File: src/common/noc_pkg.sv
package noc_pkg;

  // ----------------------------------------------------------
  // Router geometry
  // ----------------------------------------------------------
  localparam int NUM_PORTS  = 5;  // Local plus four compass ports

  // Port index meaning, shared by route calc and crossbar
  localparam int PORT_LOCAL = 0;  // Core attached to this router
  localparam int PORT_NORTH = 1;
  localparam int PORT_EAST  = 2;
  localparam int PORT_SOUTH = 3;
  localparam int PORT_WEST  = 4;

  // ----------------------------------------------------------
  // Flit fields
  // ----------------------------------------------------------
  localparam int COORD_W   = 2;   // 4x4 mesh
  localparam int PAYLOAD_W = 16;

  // ----------------------------------------------------------
  // Input queue sizing
  // ----------------------------------------------------------
  localparam int FIFO_DEPTH = 4;
  localparam int FIFO_PTR_W = $clog2(FIFO_DEPTH);      // Read/write pointer width
  localparam int FIFO_CNT_W = $clog2(FIFO_DEPTH + 1);  // Count must reach FIFO_DEPTH

  // One X or Y mesh coordinate
  typedef logic [COORD_W-1:0] coord_t;

  // Data carried by a flit, opaque to the router
  typedef logic [PAYLOAD_W-1:0] payload_t;

  // Port number, 0 to NUM_PORTS-1
  typedef logic [$clog2(NUM_PORTS)-1:0] port_idx_t;

  // One bit per port: requests, grants, valids, readies
  typedef logic [NUM_PORTS-1:0] port_vec_t;

  // Flit as it moves between routers, 20 bits
  typedef struct packed {
    coord_t   x_dest;   // Destination column
    coord_t   y_dest;   // Destination row
    payload_t payload;
  } flit_t;

  // One flit per port
  typedef flit_t [NUM_PORTS-1:0] flit_arr_t;

  // Requests are indexed by input, grants by output
  typedef port_vec_t [NUM_PORTS-1:0] req_mat_t;

endpackage

File: src/hdl/noc_router.sv
`timescale 1ns/10ps

module noc_router #(
  parameter noc_pkg::coord_t X_LOC = '0,  // Column of this router in the mesh
  parameter noc_pkg::coord_t Y_LOC = '0   // Row of this router in the mesh
) (
  input  logic               clk,
  input  logic               reset_n,

  // Upstream side, one lane per port
  input  noc_pkg::flit_arr_t i_flit,
  input  noc_pkg::port_vec_t i_valid,
  output noc_pkg::port_vec_t o_ready,

  // Downstream side, one lane per port
  output noc_pkg::flit_arr_t o_flit,
  output noc_pkg::port_vec_t o_valid,
  input  noc_pkg::port_vec_t i_ready
);

  noc_pkg::flit_arr_t head_flit;   // Oldest flit of each input queue
  noc_pkg::port_vec_t head_valid;  // Input queue holds a flit
  noc_pkg::req_mat_t  req;         // Row per input, one-hot output request
  noc_pkg::req_mat_t  grant;       // Row per output, one-hot granted input
  noc_pkg::port_vec_t pop;         // Dequeue per input
  noc_pkg::port_vec_t out_free;    // Output register can take a flit this cycle

  // ----------------------------------------------------------
  // Input ports: queue plus route calc on the queue head
  // ----------------------------------------------------------
  for (genvar p = 0; p < noc_pkg::NUM_PORTS; p++) begin : gen_port
    input_fifo i_input_fifo (
      .clk          (clk),
      .reset_n      (reset_n),
      .i_flit       (i_flit[p]),      // From upstream router
      .i_valid      (i_valid[p]),
      .o_ready      (o_ready[p]),     // Low only when full
      .i_pop        (pop[p]),         // From switch allocator
      .o_head_flit  (head_flit[p]),
      .o_head_valid (head_valid[p])
    );

    route_calc #(
      .X_LOC (X_LOC),
      .Y_LOC (Y_LOC)
    ) i_route_calc (
      .i_flit  (head_flit[p]),
      .i_valid (head_valid[p]),
      .o_req   (req[p])             // Row p of the request matrix
    );
  end

  // ----------------------------------------------------------
  // Arbitration, one round-robin pointer per output
  // ----------------------------------------------------------
  switch_alloc i_switch_alloc (
    .clk        (clk),
    .reset_n    (reset_n),
    .i_req      (req),
    .i_out_free (out_free),
    .o_grant    (grant),
    .o_pop      (pop)
  );

  // Crossbar and output registers
  output_stage i_output_stage (
    .clk         (clk),
    .reset_n     (reset_n),
    .i_grant     (grant),
    .i_head_flit (head_flit),
    .o_out_free  (out_free),
    .o_flit      (o_flit),
    .o_valid     (o_valid),
    .i_ready     (i_ready)
  );

endmodule

File: src/input_port/input_fifo.sv
`timescale 1ns/10ps

module input_fifo (
  input  logic           clk,
  input  logic           reset_n,

  // Write side, valid/ready from upstream
  input  noc_pkg::flit_t i_flit,
  input  logic           i_valid,
  output logic           o_ready,

  // Read side, head exposed to route calc and crossbar
  input  logic           i_pop,
  output noc_pkg::flit_t o_head_flit,
  output logic           o_head_valid
);

  noc_pkg::flit_t                 mem [noc_pkg::FIFO_DEPTH];  // Flit storage
  logic [noc_pkg::FIFO_PTR_W-1:0] wr_ptr;   // Next slot to write
  logic [noc_pkg::FIFO_PTR_W-1:0] rd_ptr;   // Slot holding the head
  logic [noc_pkg::FIFO_CNT_W-1:0] count;    // Flits held
  logic                           push;
  logic                           pop;

  // Wrap a pointer at the queue depth
  function automatic logic [noc_pkg::FIFO_PTR_W-1:0] ptr_inc(
    input logic [noc_pkg::FIFO_PTR_W-1:0] ptr
  );
    if (ptr == noc_pkg::FIFO_PTR_W'(noc_pkg::FIFO_DEPTH - 1)) begin
      return '0;
    end
    return ptr + 1'b1;
  endfunction

  assign o_ready      = (count != noc_pkg::FIFO_CNT_W'(noc_pkg::FIFO_DEPTH));  // Not full
  assign o_head_valid = (count != '0);
  assign o_head_flit  = mem[rd_ptr];
  assign push         = i_valid & o_ready;        // Handshake on the write side
  assign pop          = i_pop & o_head_valid;

  // ----------------------------------------------------------
  // Storage
  // ----------------------------------------------------------
  always_ff @(posedge clk) begin
    if (push) begin
      mem[wr_ptr] <= i_flit;
    end
  end

  // Pointers and occupancy
  always_ff @(posedge clk) begin
    if (!reset_n) begin
      wr_ptr <= '0;
      rd_ptr <= '0;
      count  <= '0;
    end else begin
      if (push) wr_ptr <= ptr_inc(wr_ptr);
      if (pop)  rd_ptr <= ptr_inc(rd_ptr);
      case ({push, pop})
        2'b10:   count <= count + 1'b1;  // Write only
        2'b01:   count <= count - 1'b1;  // Read only
        default: count <= count;         // Both or neither
      endcase
    end
  end

  // ----------------------------------------------------------
  // Checks
  // ----------------------------------------------------------
  // Allocator only pops a queue whose head it saw valid
  a_no_pop_empty: assert property (
    @(posedge clk) disable iff (!reset_n) i_pop |-> o_head_valid
  ) else $error("input_fifo: pop while empty");

  a_count_max: assert property (
    @(posedge clk) disable iff (!reset_n) count <= noc_pkg::FIFO_CNT_W'(noc_pkg::FIFO_DEPTH)
  ) else $error("input_fifo: count above depth");

endmodule

File: src/input_port/route_calc.sv
`timescale 1ns/10ps

module route_calc #(
  parameter noc_pkg::coord_t X_LOC = '0,  // Own column
  parameter noc_pkg::coord_t Y_LOC = '0   // Own row
) (
  input  noc_pkg::flit_t     i_flit,   // Head of the input queue
  input  logic               i_valid,
  output noc_pkg::port_vec_t o_req     // One-hot output request
);

  noc_pkg::port_idx_t dir;  // Chosen output port

  // ----------------------------------------------------------
  // Dimension order: resolve X fully, then Y
  // ----------------------------------------------------------
  always_comb begin
    if (i_flit.x_dest > X_LOC) begin
      dir = noc_pkg::port_idx_t'(noc_pkg::PORT_EAST);
    end else if (i_flit.x_dest < X_LOC) begin
      dir = noc_pkg::port_idx_t'(noc_pkg::PORT_WEST);
    end else if (i_flit.y_dest > Y_LOC) begin
      dir = noc_pkg::port_idx_t'(noc_pkg::PORT_NORTH);
    end else if (i_flit.y_dest < Y_LOC) begin
      dir = noc_pkg::port_idx_t'(noc_pkg::PORT_SOUTH);
    end else begin
      dir = noc_pkg::port_idx_t'(noc_pkg::PORT_LOCAL);  // Arrived, eject to core
    end
  end

  // Decode to a request row, nothing when the queue is empty
  always_comb begin
    if (i_valid) begin
      o_req = noc_pkg::port_vec_t'(1) << dir;
    end else begin
      o_req = '0;
    end
  end

endmodule

File: src/switch/output_stage.sv
`timescale 1ns/10ps

module output_stage (
  input  logic               clk,
  input  logic               reset_n,
  input  noc_pkg::req_mat_t  i_grant,      // Row per output, one-hot input select
  input  noc_pkg::flit_arr_t i_head_flit,  // Queue heads, one per input
  output noc_pkg::port_vec_t o_out_free,   // Output can load this cycle
  output noc_pkg::flit_arr_t o_flit,       // To downstream routers
  output noc_pkg::port_vec_t o_valid,
  input  noc_pkg::port_vec_t i_ready       // From downstream routers
);

  noc_pkg::flit_arr_t sel_flit;  // Crossbar output, before the register

  // ----------------------------------------------------------
  // Crossbar, grant row picks the input
  // ----------------------------------------------------------
  always_comb begin
    sel_flit = '0;
    for (int o = 0; o < noc_pkg::NUM_PORTS; o++) begin
      for (int i = 0; i < noc_pkg::NUM_PORTS; i++) begin
        if (i_grant[o][i]) sel_flit[o] = i_head_flit[i];
      end
    end
  end

  // Empty, or emptied by a handshake this cycle
  assign o_out_free = ~o_valid | i_ready;

  // ----------------------------------------------------------
  // Holding registers
  // ----------------------------------------------------------
  always_ff @(posedge clk) begin
    if (!reset_n) begin
      o_valid <= '0;
    end else begin
      for (int o = 0; o < noc_pkg::NUM_PORTS; o++) begin
        if (|i_grant[o]) begin
          o_valid[o] <= 1'b1;   // New flit, possibly replacing a drained one
        end else if (i_ready[o]) begin
          o_valid[o] <= 1'b0;   // Drained with nothing behind it
        end
      end
    end
  end

  always_ff @(posedge clk) begin
    for (int o = 0; o < noc_pkg::NUM_PORTS; o++) begin
      if (|i_grant[o]) o_flit[o] <= sel_flit[o];
    end
  end

  // ----------------------------------------------------------
  // Checks
  // ----------------------------------------------------------
  for (genvar g = 0; g < noc_pkg::NUM_PORTS; g++) begin : gen_chk
    // Stalled output keeps offering the same flit
    a_hold_stable: assert property (
      @(posedge clk) disable iff (!reset_n)
      (o_valid[g] && !i_ready[g]) |=> (o_valid[g] && $stable(o_flit[g]))
    ) else $error("output_stage: output %0d changed while stalled", g);
  end

endmodule

File: src/switch/switch_alloc.sv
`timescale 1ns/10ps

module switch_alloc (
  input  logic               clk,
  input  logic               reset_n,
  input  noc_pkg::req_mat_t  i_req,       // Row per input, bit per output
  input  noc_pkg::port_vec_t i_out_free,  // From output stage
  output noc_pkg::req_mat_t  o_grant,     // Row per output, bit per input
  output noc_pkg::port_vec_t o_pop        // Per input, head is consumed
);

  noc_pkg::port_idx_t [noc_pkg::NUM_PORTS-1:0] rr_ptr;   // Highest priority input per output
  noc_pkg::port_idx_t [noc_pkg::NUM_PORTS-1:0] gnt_idx;  // Input granted per output

  // ----------------------------------------------------------
  // Round-robin search per output
  // ----------------------------------------------------------
  always_comb begin
    int   idx;
    logic found;
    o_grant = '0;
    gnt_idx = '0;
    for (int o = 0; o < noc_pkg::NUM_PORTS; o++) begin
      found = 1'b0;
      // Walk inputs starting at the pointer, wrapping once
      for (int k = 0; k < noc_pkg::NUM_PORTS; k++) begin
        idx = int'(rr_ptr[o]) + k;
        if (idx >= noc_pkg::NUM_PORTS) begin
          idx = idx - noc_pkg::NUM_PORTS;
        end
        if (!found && i_out_free[o] && i_req[idx][o]) begin
          found           = 1'b1;                            // First hit wins
          o_grant[o][idx] = 1'b1;
          gnt_idx[o]      = noc_pkg::port_idx_t'(idx);
        end
      end
    end
  end

  // An input requests one output at most, so OR the rows
  always_comb begin
    o_pop = '0;
    for (int o = 0; o < noc_pkg::NUM_PORTS; o++) begin
      o_pop |= o_grant[o];
    end
  end

  // ----------------------------------------------------------
  // Pointer update, one past the winner
  // ----------------------------------------------------------
  always_ff @(posedge clk) begin
    if (!reset_n) begin
      rr_ptr <= '0;  // Input 0 first after reset
    end else begin
      for (int o = 0; o < noc_pkg::NUM_PORTS; o++) begin
        if (|o_grant[o]) begin
          if (gnt_idx[o] == noc_pkg::port_idx_t'(noc_pkg::NUM_PORTS - 1)) begin
            rr_ptr[o] <= '0;
          end else begin
            rr_ptr[o] <= gnt_idx[o] + 1'b1;
          end
        end
      end
    end
  end

  // ----------------------------------------------------------
  // Checks
  // ----------------------------------------------------------
  for (genvar g = 0; g < noc_pkg::NUM_PORTS; g++) begin : gen_chk
    // One winner per output at most
    a_grant_onehot: assert property (
      @(posedge clk) disable iff (!reset_n) $onehot0(o_grant[g])
    ) else $error("switch_alloc: output %0d granted to several inputs", g);

    // Never overwrite a held flit that downstream has not taken
    a_grant_free: assert property (
      @(posedge clk) disable iff (!reset_n) (|o_grant[g]) |-> i_out_free[g]
    ) else $error("switch_alloc: grant to busy output %0d", g);
  end

endmodule

File: config.mk
export PLATFORM = sky130hd
export DESIGN_NAME = noc_router
export DESIGN_NICKNAME = d
export VERILOG_FILES = /design/src/common/noc_pkg.sv /design/src/hdl/noc_router.sv /design/src/input_port/input_fifo.sv /design/src/input_port/route_calc.sv /design/src/switch/output_stage.sv /design/src/switch/switch_alloc.sv
export SDC_FILE = /design/constraint.sdc
export NUM_CORES = 1
export LEC_CHECK = 0
export ABC_AREA = 1
export ABC_CLOCK_PERIOD_IN_PS = 5200
export BUFFER_PORTS_ARGS = -buffer_cell sky130_fd_sc_hd__buf_2
export CORE_MARGIN = 1
export CORE_UTILIZATION = 35
export DETAILED_ROUTE_END_ITERATION = 12
export PLACE_DENSITY = 0.6
export SETUP_SLACK_MARGIN = 0.2
export SYNTH_ARGS = -nofsm -noshare
export SYNTH_HDL_FRONTEND = slang
export SYNTH_HIERARCHICAL = 1
export SYNTH_SLANG_ARGS = --single-unit
File: constraint.sdc
create_clock -name clk -period 5.2 [get_ports clk]
set_input_delay 0.52 -clock clk [delete_from_list [all_inputs] [get_ports clk]]
set_output_delay 0.52 -clock clk [all_outputs]
set_load 0.02 [all_outputs]
==> flow_metrics.tcl, run 1 <==
set metrics [dict create \
    criticalPathCategory "flip-flop to flip-flop" \
    cts_buffers 61 \
    postSynthAreaPerCell_um2 7.996 \
    clock_sink_count 565 \
    gp_congestion 0.9644 \
    status "finished clean" \
    syn2layout_area_growth_pct 13.62 \
    hold_path.class "input port to flip-flop" \
    antenna_found_initial 7 \
    die_w_um 316.1 \
    fp-row-count 114 \
    drt-met1-wl_um 48630 \
    detail-route-antenna-nets 0 \
    top_layer_used "met5" \
    die-area_mm2 0.09989 \
    cts_htree_levels 2 \
    ys_types 56 \
    grt_pass1_vias 28090 \
    synth-seq-cells 565 \
    dr_wl_met3_um 9599 \
    rsz0062_at_grt "true" \
    hold_violations 0 \
    hold_slack_ns 0.06879 \
    cts_root_buf "clkbuf_16" \
    final-setup-viol-count 0 \
    nFillCells 9739 \
    first_pass_iters 6 \
    vias 30580 \
    wl_um 115100 \
    grt_usage_pct 22.52 \
    endpoint_kind "flip-flop" \
    cp.arrival_ns 5.29 \
    num_io_pins 222 \
    slew_headroom_pct 21.58 \
    final_core_util_pct 40.38 \
    cts_tree "done" \
    min_period_ns 4.700 \
    drc 0 \
    final_common_cell "nand2_1" \
    drive_gt1_share_pct 15.58 \
    synth_enable_flop_cells 500 \
    avgViaCountPerCell 5.213 \
    hpwlAfterDp_um 83440 \
    final.setup_skew_ns 0.03642 \
    layout.nets 4765 \
    maxCapViolCount 0 \
    clock.fmax_mhz 212.8 \
    synth_area_mm2 0.03452 \
    io_buffers 221 \
    cp_data_required_time_ns 5.79 \
    dr.first_iter.drc_count 3136 \
    clk_path_buf_depth 3 \
    yosysWarnings 6 \
    start_kind "flip-flop" \
    ys.flop_type "edfxtp_1" \
    mostFrequentLayoutCells "1,285 x nand2_1, 533 x nor2_1, 500 x edfxtp_1, 328 x inv_1, 254 x nand3_1" \
    clk_pin_slew_ns 0.06 \
    core_mm2 0.09714 \
    initial_core_util_pct 35.54 \
    ys_seq_area_share_pct 47.27 \
    period_share_pct 90.39 \
    async_flop_share_pct 0 \
    fin_tns_setup_ns 0 \
    worst_pin_slew_ns 1.176 \
    crit_fanout 23 \
    die_y_um 316.1 \
    clock_latency_ns 0.67 \
    syn_inst 4317 \
    wl_per_cell_um 19.63 \
    met2_length_um 51900 \
    grt_pass1_wl_um 171500 \
    grt_max_degree 43 \
    grt_overflow_total 0 \
    slew_violations 0 \
]
routing by layer:
metal | vias to the layer above | global-route usage (%)
li1 | 14780 | -
met1 | 14320 | 30.29
met2 | 1237 | 35.60
met3 | 230 | 4.277
met4 | 10 | 9.190
met5 | - | 0
state kept, by name (all words and copies together) (netlist names), named ones only:
register                      flops
i_output_stage/o_valid            5
gen_port.i_input_fifo/mem       400
gen_port.i_input_fifo/wr_ptr     10
gen_port.i_input_fifo/count      15
i_output_stage/o_flit           100
i_switch_alloc/rr_ptr            15
gen_port.i_input_fifo/rd_ptr     10
synth_stat cells, drive strengths merged, types with 31 or more instances:
| cell type | instances | area share (%) |
|---|---|---|
| nor3 | 31 | 0.45 |
| nand2 | 1342 | 15 |
| edfxtp | 500 | 43 |
| nand3 | 308 | 5.3 |
| nor2 | 585 | 6.9 |
| clkbuf | 33 | 0.41 |
| dfxtp | 65 | 3.8 |
| buf | 151 | 2.7 |
| o21ai | 290 | 4.4 |
| ha | 106 | 3.8 |
| a21oi | 264 | 4.1 |
| nand4 | 48 | 0.89 |
| o22ai | 109 | 2.0 |
| inv | 394 | 4.3 |
worst paths after layout:
kind	depth (start not counted)	slack (ns)	start	end
worst min register to register	2	0.53	gen_port[0].i_input_fifo/rd_ptr[1]	flip-flop
worst max register to register	26	0.50	flip-flop	gen_port[1].i_input_fifo/count[1]
worst min-delay path	1	0.07	i_flit[96]	gen_port[4].i_input_fifo/mem[2][16]
worst max-delay path	26	0.50	flip-flop	gen_port[1].i_input_fifo/count[1]
logic make-up (layout without fill, tap and decap cells):
logic type / count (synthesis) / after routing / synth area share (%)
simple gates: 2354 / 2354 / 29.37
flops: 565 / 565 / 47.27
buf+inv: 581 / 848 / 7.452
fa+ha+maj: 116 / 116 / 4.422
compound gates: 685 / 685 / 11.06
xor+xnor: 11 / 11 / 0.3770
other cells: 5 / 11 / 0.05438
area by class of cell:
type / count / area (µm²) / share of cell area, %
antenna: 1 / 2.502 / 0.006380
clock buffer: 71 / 1574 / 4.013
clock inverter: 44 / 490.5 / 1.251
inverter: 397 / 1518 / 3.870
multi-input combinational: 3176 / 15750 / 40.15
sequential: 565 / 16320 / 41.61
tap: 1276 / 1597 / 4.071
timing repair buffer: 336 / 1973 / 5.031
worst max-delay path, stage by stage (launching register included):
cell and delay (ns):
dfxtp_1 0.29, buf_4 0.17, inv_2 0.09, buf_4 0.28, nor2_1 0.07, o22ai_1 0.48
nor2_2 0.10, nand2_1 0.20, nor2_1 0.17, o21ai_0 0.19, nand3_1 0.09, nand2_1 0.08
nand2_1 0.06, nand2_2 0.12, nor2_1 0.10, nand2_1 0.07, nand2_1 0.06, nor2_1 0.15
nand3_2 0.14, nor4_1 0.52, nand2_1 0.18, nand2_1 0.15, inv_1 0.05, ha_1 0.20
inv_1 0.09, fa_1 0.41, a21oi_1 0.14
repair_timing:
item                                    4_1_cts  5_1_grt
setup buffers                                 0        7
hold buffers                                  0        0
gates resized for setup                       0       16
endpoints found under the setup margin        0       75
stage by stage:
| stage | cell area, µm² | worst slack (ns) | cells |
|---|---|---|---|
| floorplan | 34540 | 1.391 | 4322 |
| global placement | 37040 | 0.4187 | 5743 |
| detailed placement | 37040 | 0.4470 | 5743 |
| CTS | 39100 | 0.4347 | 5858 |
| global route | 39220 | 0.1377 | 5866 |
| finish | 39220 | 0.4998 | 5866 |
Power of run 1 is left out: the tool's default activity adds up to more than one toggle a clock period on the data nets, which glitch-free logic cannot reach.
==> run 2, diff against run 1 <==
--- a/config.mk
+++ b/config.mk
@@ -6,13 +6,13 @@
 export NUM_CORES = 1
 export LEC_CHECK = 0
 export ABC_AREA = 1
-export ABC_CLOCK_PERIOD_IN_PS = 5200
+export ABC_CLOCK_PERIOD_IN_PS = 4400
 export BUFFER_PORTS_ARGS = -buffer_cell sky130_fd_sc_hd__buf_2
 export CORE_MARGIN = 1
 export CORE_UTILIZATION = 35
 export DETAILED_ROUTE_END_ITERATION = 12
-export PLACE_DENSITY = 0.6
 export SETUP_SLACK_MARGIN = 0.2
+export SKIP_CTS_REPAIR_TIMING = 1
 export SYNTH_ARGS = -nofsm -noshare
 export SYNTH_HDL_FRONTEND = slang
 export SYNTH_HIERARCHICAL = 1
==> constraint.sdc (replaced) <==
create_clock -name clk -period 4.4 [get_ports clk]
set_input_delay 0.44 -clock clk [delete_from_list [all_inputs] [get_ports clk]]
set_output_delay 0.44 -clock clk [all_outputs]
set_load 0.02 [all_outputs]
==> flow_metrics.tcl, run 2 (synthesis gave the netlist of run 1 again) <==
set metrics [dict create \
    status "finished clean" \
    final.setup_skew_ns 0.04642 \
    antenna_found_initial 5 \
    fp-row-count 114 \
    slowest_delay_ns 0.46 \
    cp.arrival_ns 4.41 \
    cpMostUsedCell "nand2_1" \
    final_common_cell "nand2_1" \
    slew_headroom_pct 19.32 \
    rr_endpoint "i_output_stage/o_flit[78]" \
    layout.nets 4888 \
    hold_violations 0 \
    slew_violations 0 \
    crit_fanout 24 \
    drive_gt1_share_pct 19.89 \
    cp_cell_sequence "inv_2 > ha_2 > inv_1 > ha_1 > inv_1 > nand2_2 > a21oi_2 > buf_4 > nand2_1 > nand3_1 > nand2_1 > inv_2 > nand3_2 > nor2_4 > buf_4 > nand2_1 > nand3_2 > buf_4 > clkinvlp_4 > nand2_1 > nand2_1 > nand2_1 > nand2_1" \
    avgViaCountPerCell 5.196 \
    grt_max_degree 43 \
    critPathLaunch "i_switch_alloc/rr_ptr[9]" \
    slowest_stage "clkinvlp_4" \
    largest_register_ffs 400 \
    top_regs "gen_port.i_input_fifo/mem (400), i_output_stage/o_flit (100)" \
    initial_core_util_pct 35.54 \
    grt_pass1_vias 27910 \
    cp_data_required_time_ns 4.77 \
    die_y_um 316.1 \
    wl_per_cell_um 19.54 \
    wl_um 117000 \
    reg2reg_depth 23 \
    dr.first_iter.drc_count 3224 \
    detail-route-antenna-nets 0 \
    start_kind "flip-flop" \
    endpoint_kind "flip-flop" \
    maxCapViolCount 0 \
    min_period_ns 4.042 \
    drc 0 \
    num_io_pins 222 \
    antenna_cells 0 \
    final-setup-viol-count 0 \
    grt_usage_pct 22.62 \
    hpwlAfterDp_um 84830 \
    rrSetupSlack_ns 0.36 \
    reg2reg_from "i_switch_alloc/rr_ptr[9]" \
    cts_buffers 59 \
    multi_input_area_mm2 0.01629 \
    clock_sink_count 565 \
    fin_tns_setup_ns 0 \
    mostFrequentLayoutCells "1,265 x nand2_1, 505 x nor2_1, 500 x edfxtp_1, 315 x inv_1, 246 x nand3_1" \
    criticalPathCategory "flip-flop to flip-flop" \
    grt_pass1_wl_um 172600 \
    cp.depth 23 \
    die-area_mm2 0.09989 \
    core_mm2 0.09714 \
    cts_tree "done" \
    gp_congestion 0.9430 \
    cts_htree_levels 2 \
    regMostFlops "gen_port.i_input_fifo/mem" \
    cts_root_buf "clkbuf_16" \
    vias 31100 \
    clock_latency_ns 0.66 \
    rsz0062_at_grt "true" \
    io_buffers 221 \
    period_share_pct 91.85 \
    syn2layout_area_growth_pct 18.30 \
    grt_overflow_total 0 \
    final-seq-area_mm2 0.01634 \
    nFillCells 9565 \
    die_w_um 316.1 \
    clk_path_buf_depth 3 \
    first_pass_iters 7 \
    worst_pin_slew_ns 1.209 \
    crit_end "i_output_stage/o_flit[78]" \
    critical-path-top-delay-family "buffers and inverters" \
    hold_path.class "input port to flip-flop" \
    clk_pin_slew_ns 0.06 \
    clock.fmax_mhz 247.4 \
    path_buf_inv 8 \
]
==> run 2: cell count changes in the layout (fill, tap and decap cells not counted), moves of 17 or more <==
| cell | previous run | this run |
|---|---|---|
| nor2_2 | 38 | 55 |
| nand2_1 | 1285 | 1265 |
| nand2_2 | 50 | 68 |
| nor2_1 | 533 | 505 |
| dlygate4sd3_1 | 0 | 18 |
| buf_4 | 114 | 201 |
==> run 2: layout make-up <==
class	count	area share [%]
Multi-Input combinational cell	3176	39.89
Timing Repair inverter	3	0.04902
Timing Repair Buffer	458	7.531
Clock buffer	66	3.732
Sequential cell	565	40.00
Clock inverter	45	1.140
Tap cell	1276	3.910
Inverter	397	3.750
==> run 2: per-stage QoR <==
stage	hold WS (ns)	std cells	area [µm²]	util (%)	setup WS (ns)
6_report	0.003593	5986	40840	42.04	0.3585
2_1_floorplan	0.4827	4322	34540	-	0.5908
3_5_place_dp	0.5212	5824	37730	38.85	0.1300
5_1_grt	0.0001050	5986	40840	42.04	0.1345
4_1_cts	-0.03363	5935	39720	40.89	0.08980
3_3_place_gp	0.5107	5824	37730	38.85	0.1407
==> run 2: worst min-delay path by stage <==
stage                                                   from                             endpoint  slack (ns)  cells after the start
final                                             i_flit[98]  gen_port[4].i_input_fifo/mem[1][18]       0.004                      1
after global routing                              i_flit[65]   gen_port[3].i_input_fifo/mem[1][5]      0.0001                      1
after CTS                                         i_flit[80]   gen_port[4].i_input_fifo/mem[3][0]       -0.03                      1
after detailed placement   gen_port[2].i_input_fifo/count[0]    gen_port[2].i_input_fifo/count[0]        0.52                      2
after global placement     gen_port[2].i_input_fifo/count[0]    gen_port[2].i_input_fifo/count[0]        0.51                      2
after floorplan           gen_port[0].i_input_fifo/rd_ptr[1]                            flip-flop        0.48                      2
==> run 2: layer usage <==
metal  global-route usage [%]  vias up  wire, µm
met5                        0        -        44
met4                    7.422        8      4104
met3                    3.362      196      9270
met2                    36.58     1249     53720
met1                    31.00    14610     49850
li1                         -    15040         -
==> run 2: worst register-to-register path: stages (launching register included) <==
cell and delay (ns):
dfxtp_1 0.33, inv_2 0.12, ha_2 0.22, inv_1 0.05, ha_1 0.18, inv_1 0.06
nand2_2 0.11, a21oi_2 0.22, buf_4 0.14, nand2_1 0.06, nand3_1 0.10, nand2_1 0.10
inv_2 0.12, nand3_2 0.14, nor2_4 0.12, buf_4 0.14, nand2_1 0.06, nand3_2 0.14
buf_4 0.41, clkinvlp_4 0.48, nand2_1 0.18, nand2_1 0.07, nand2_1 0.10, nand2_1 0.14
Power of run 2 is left out for the same reason.
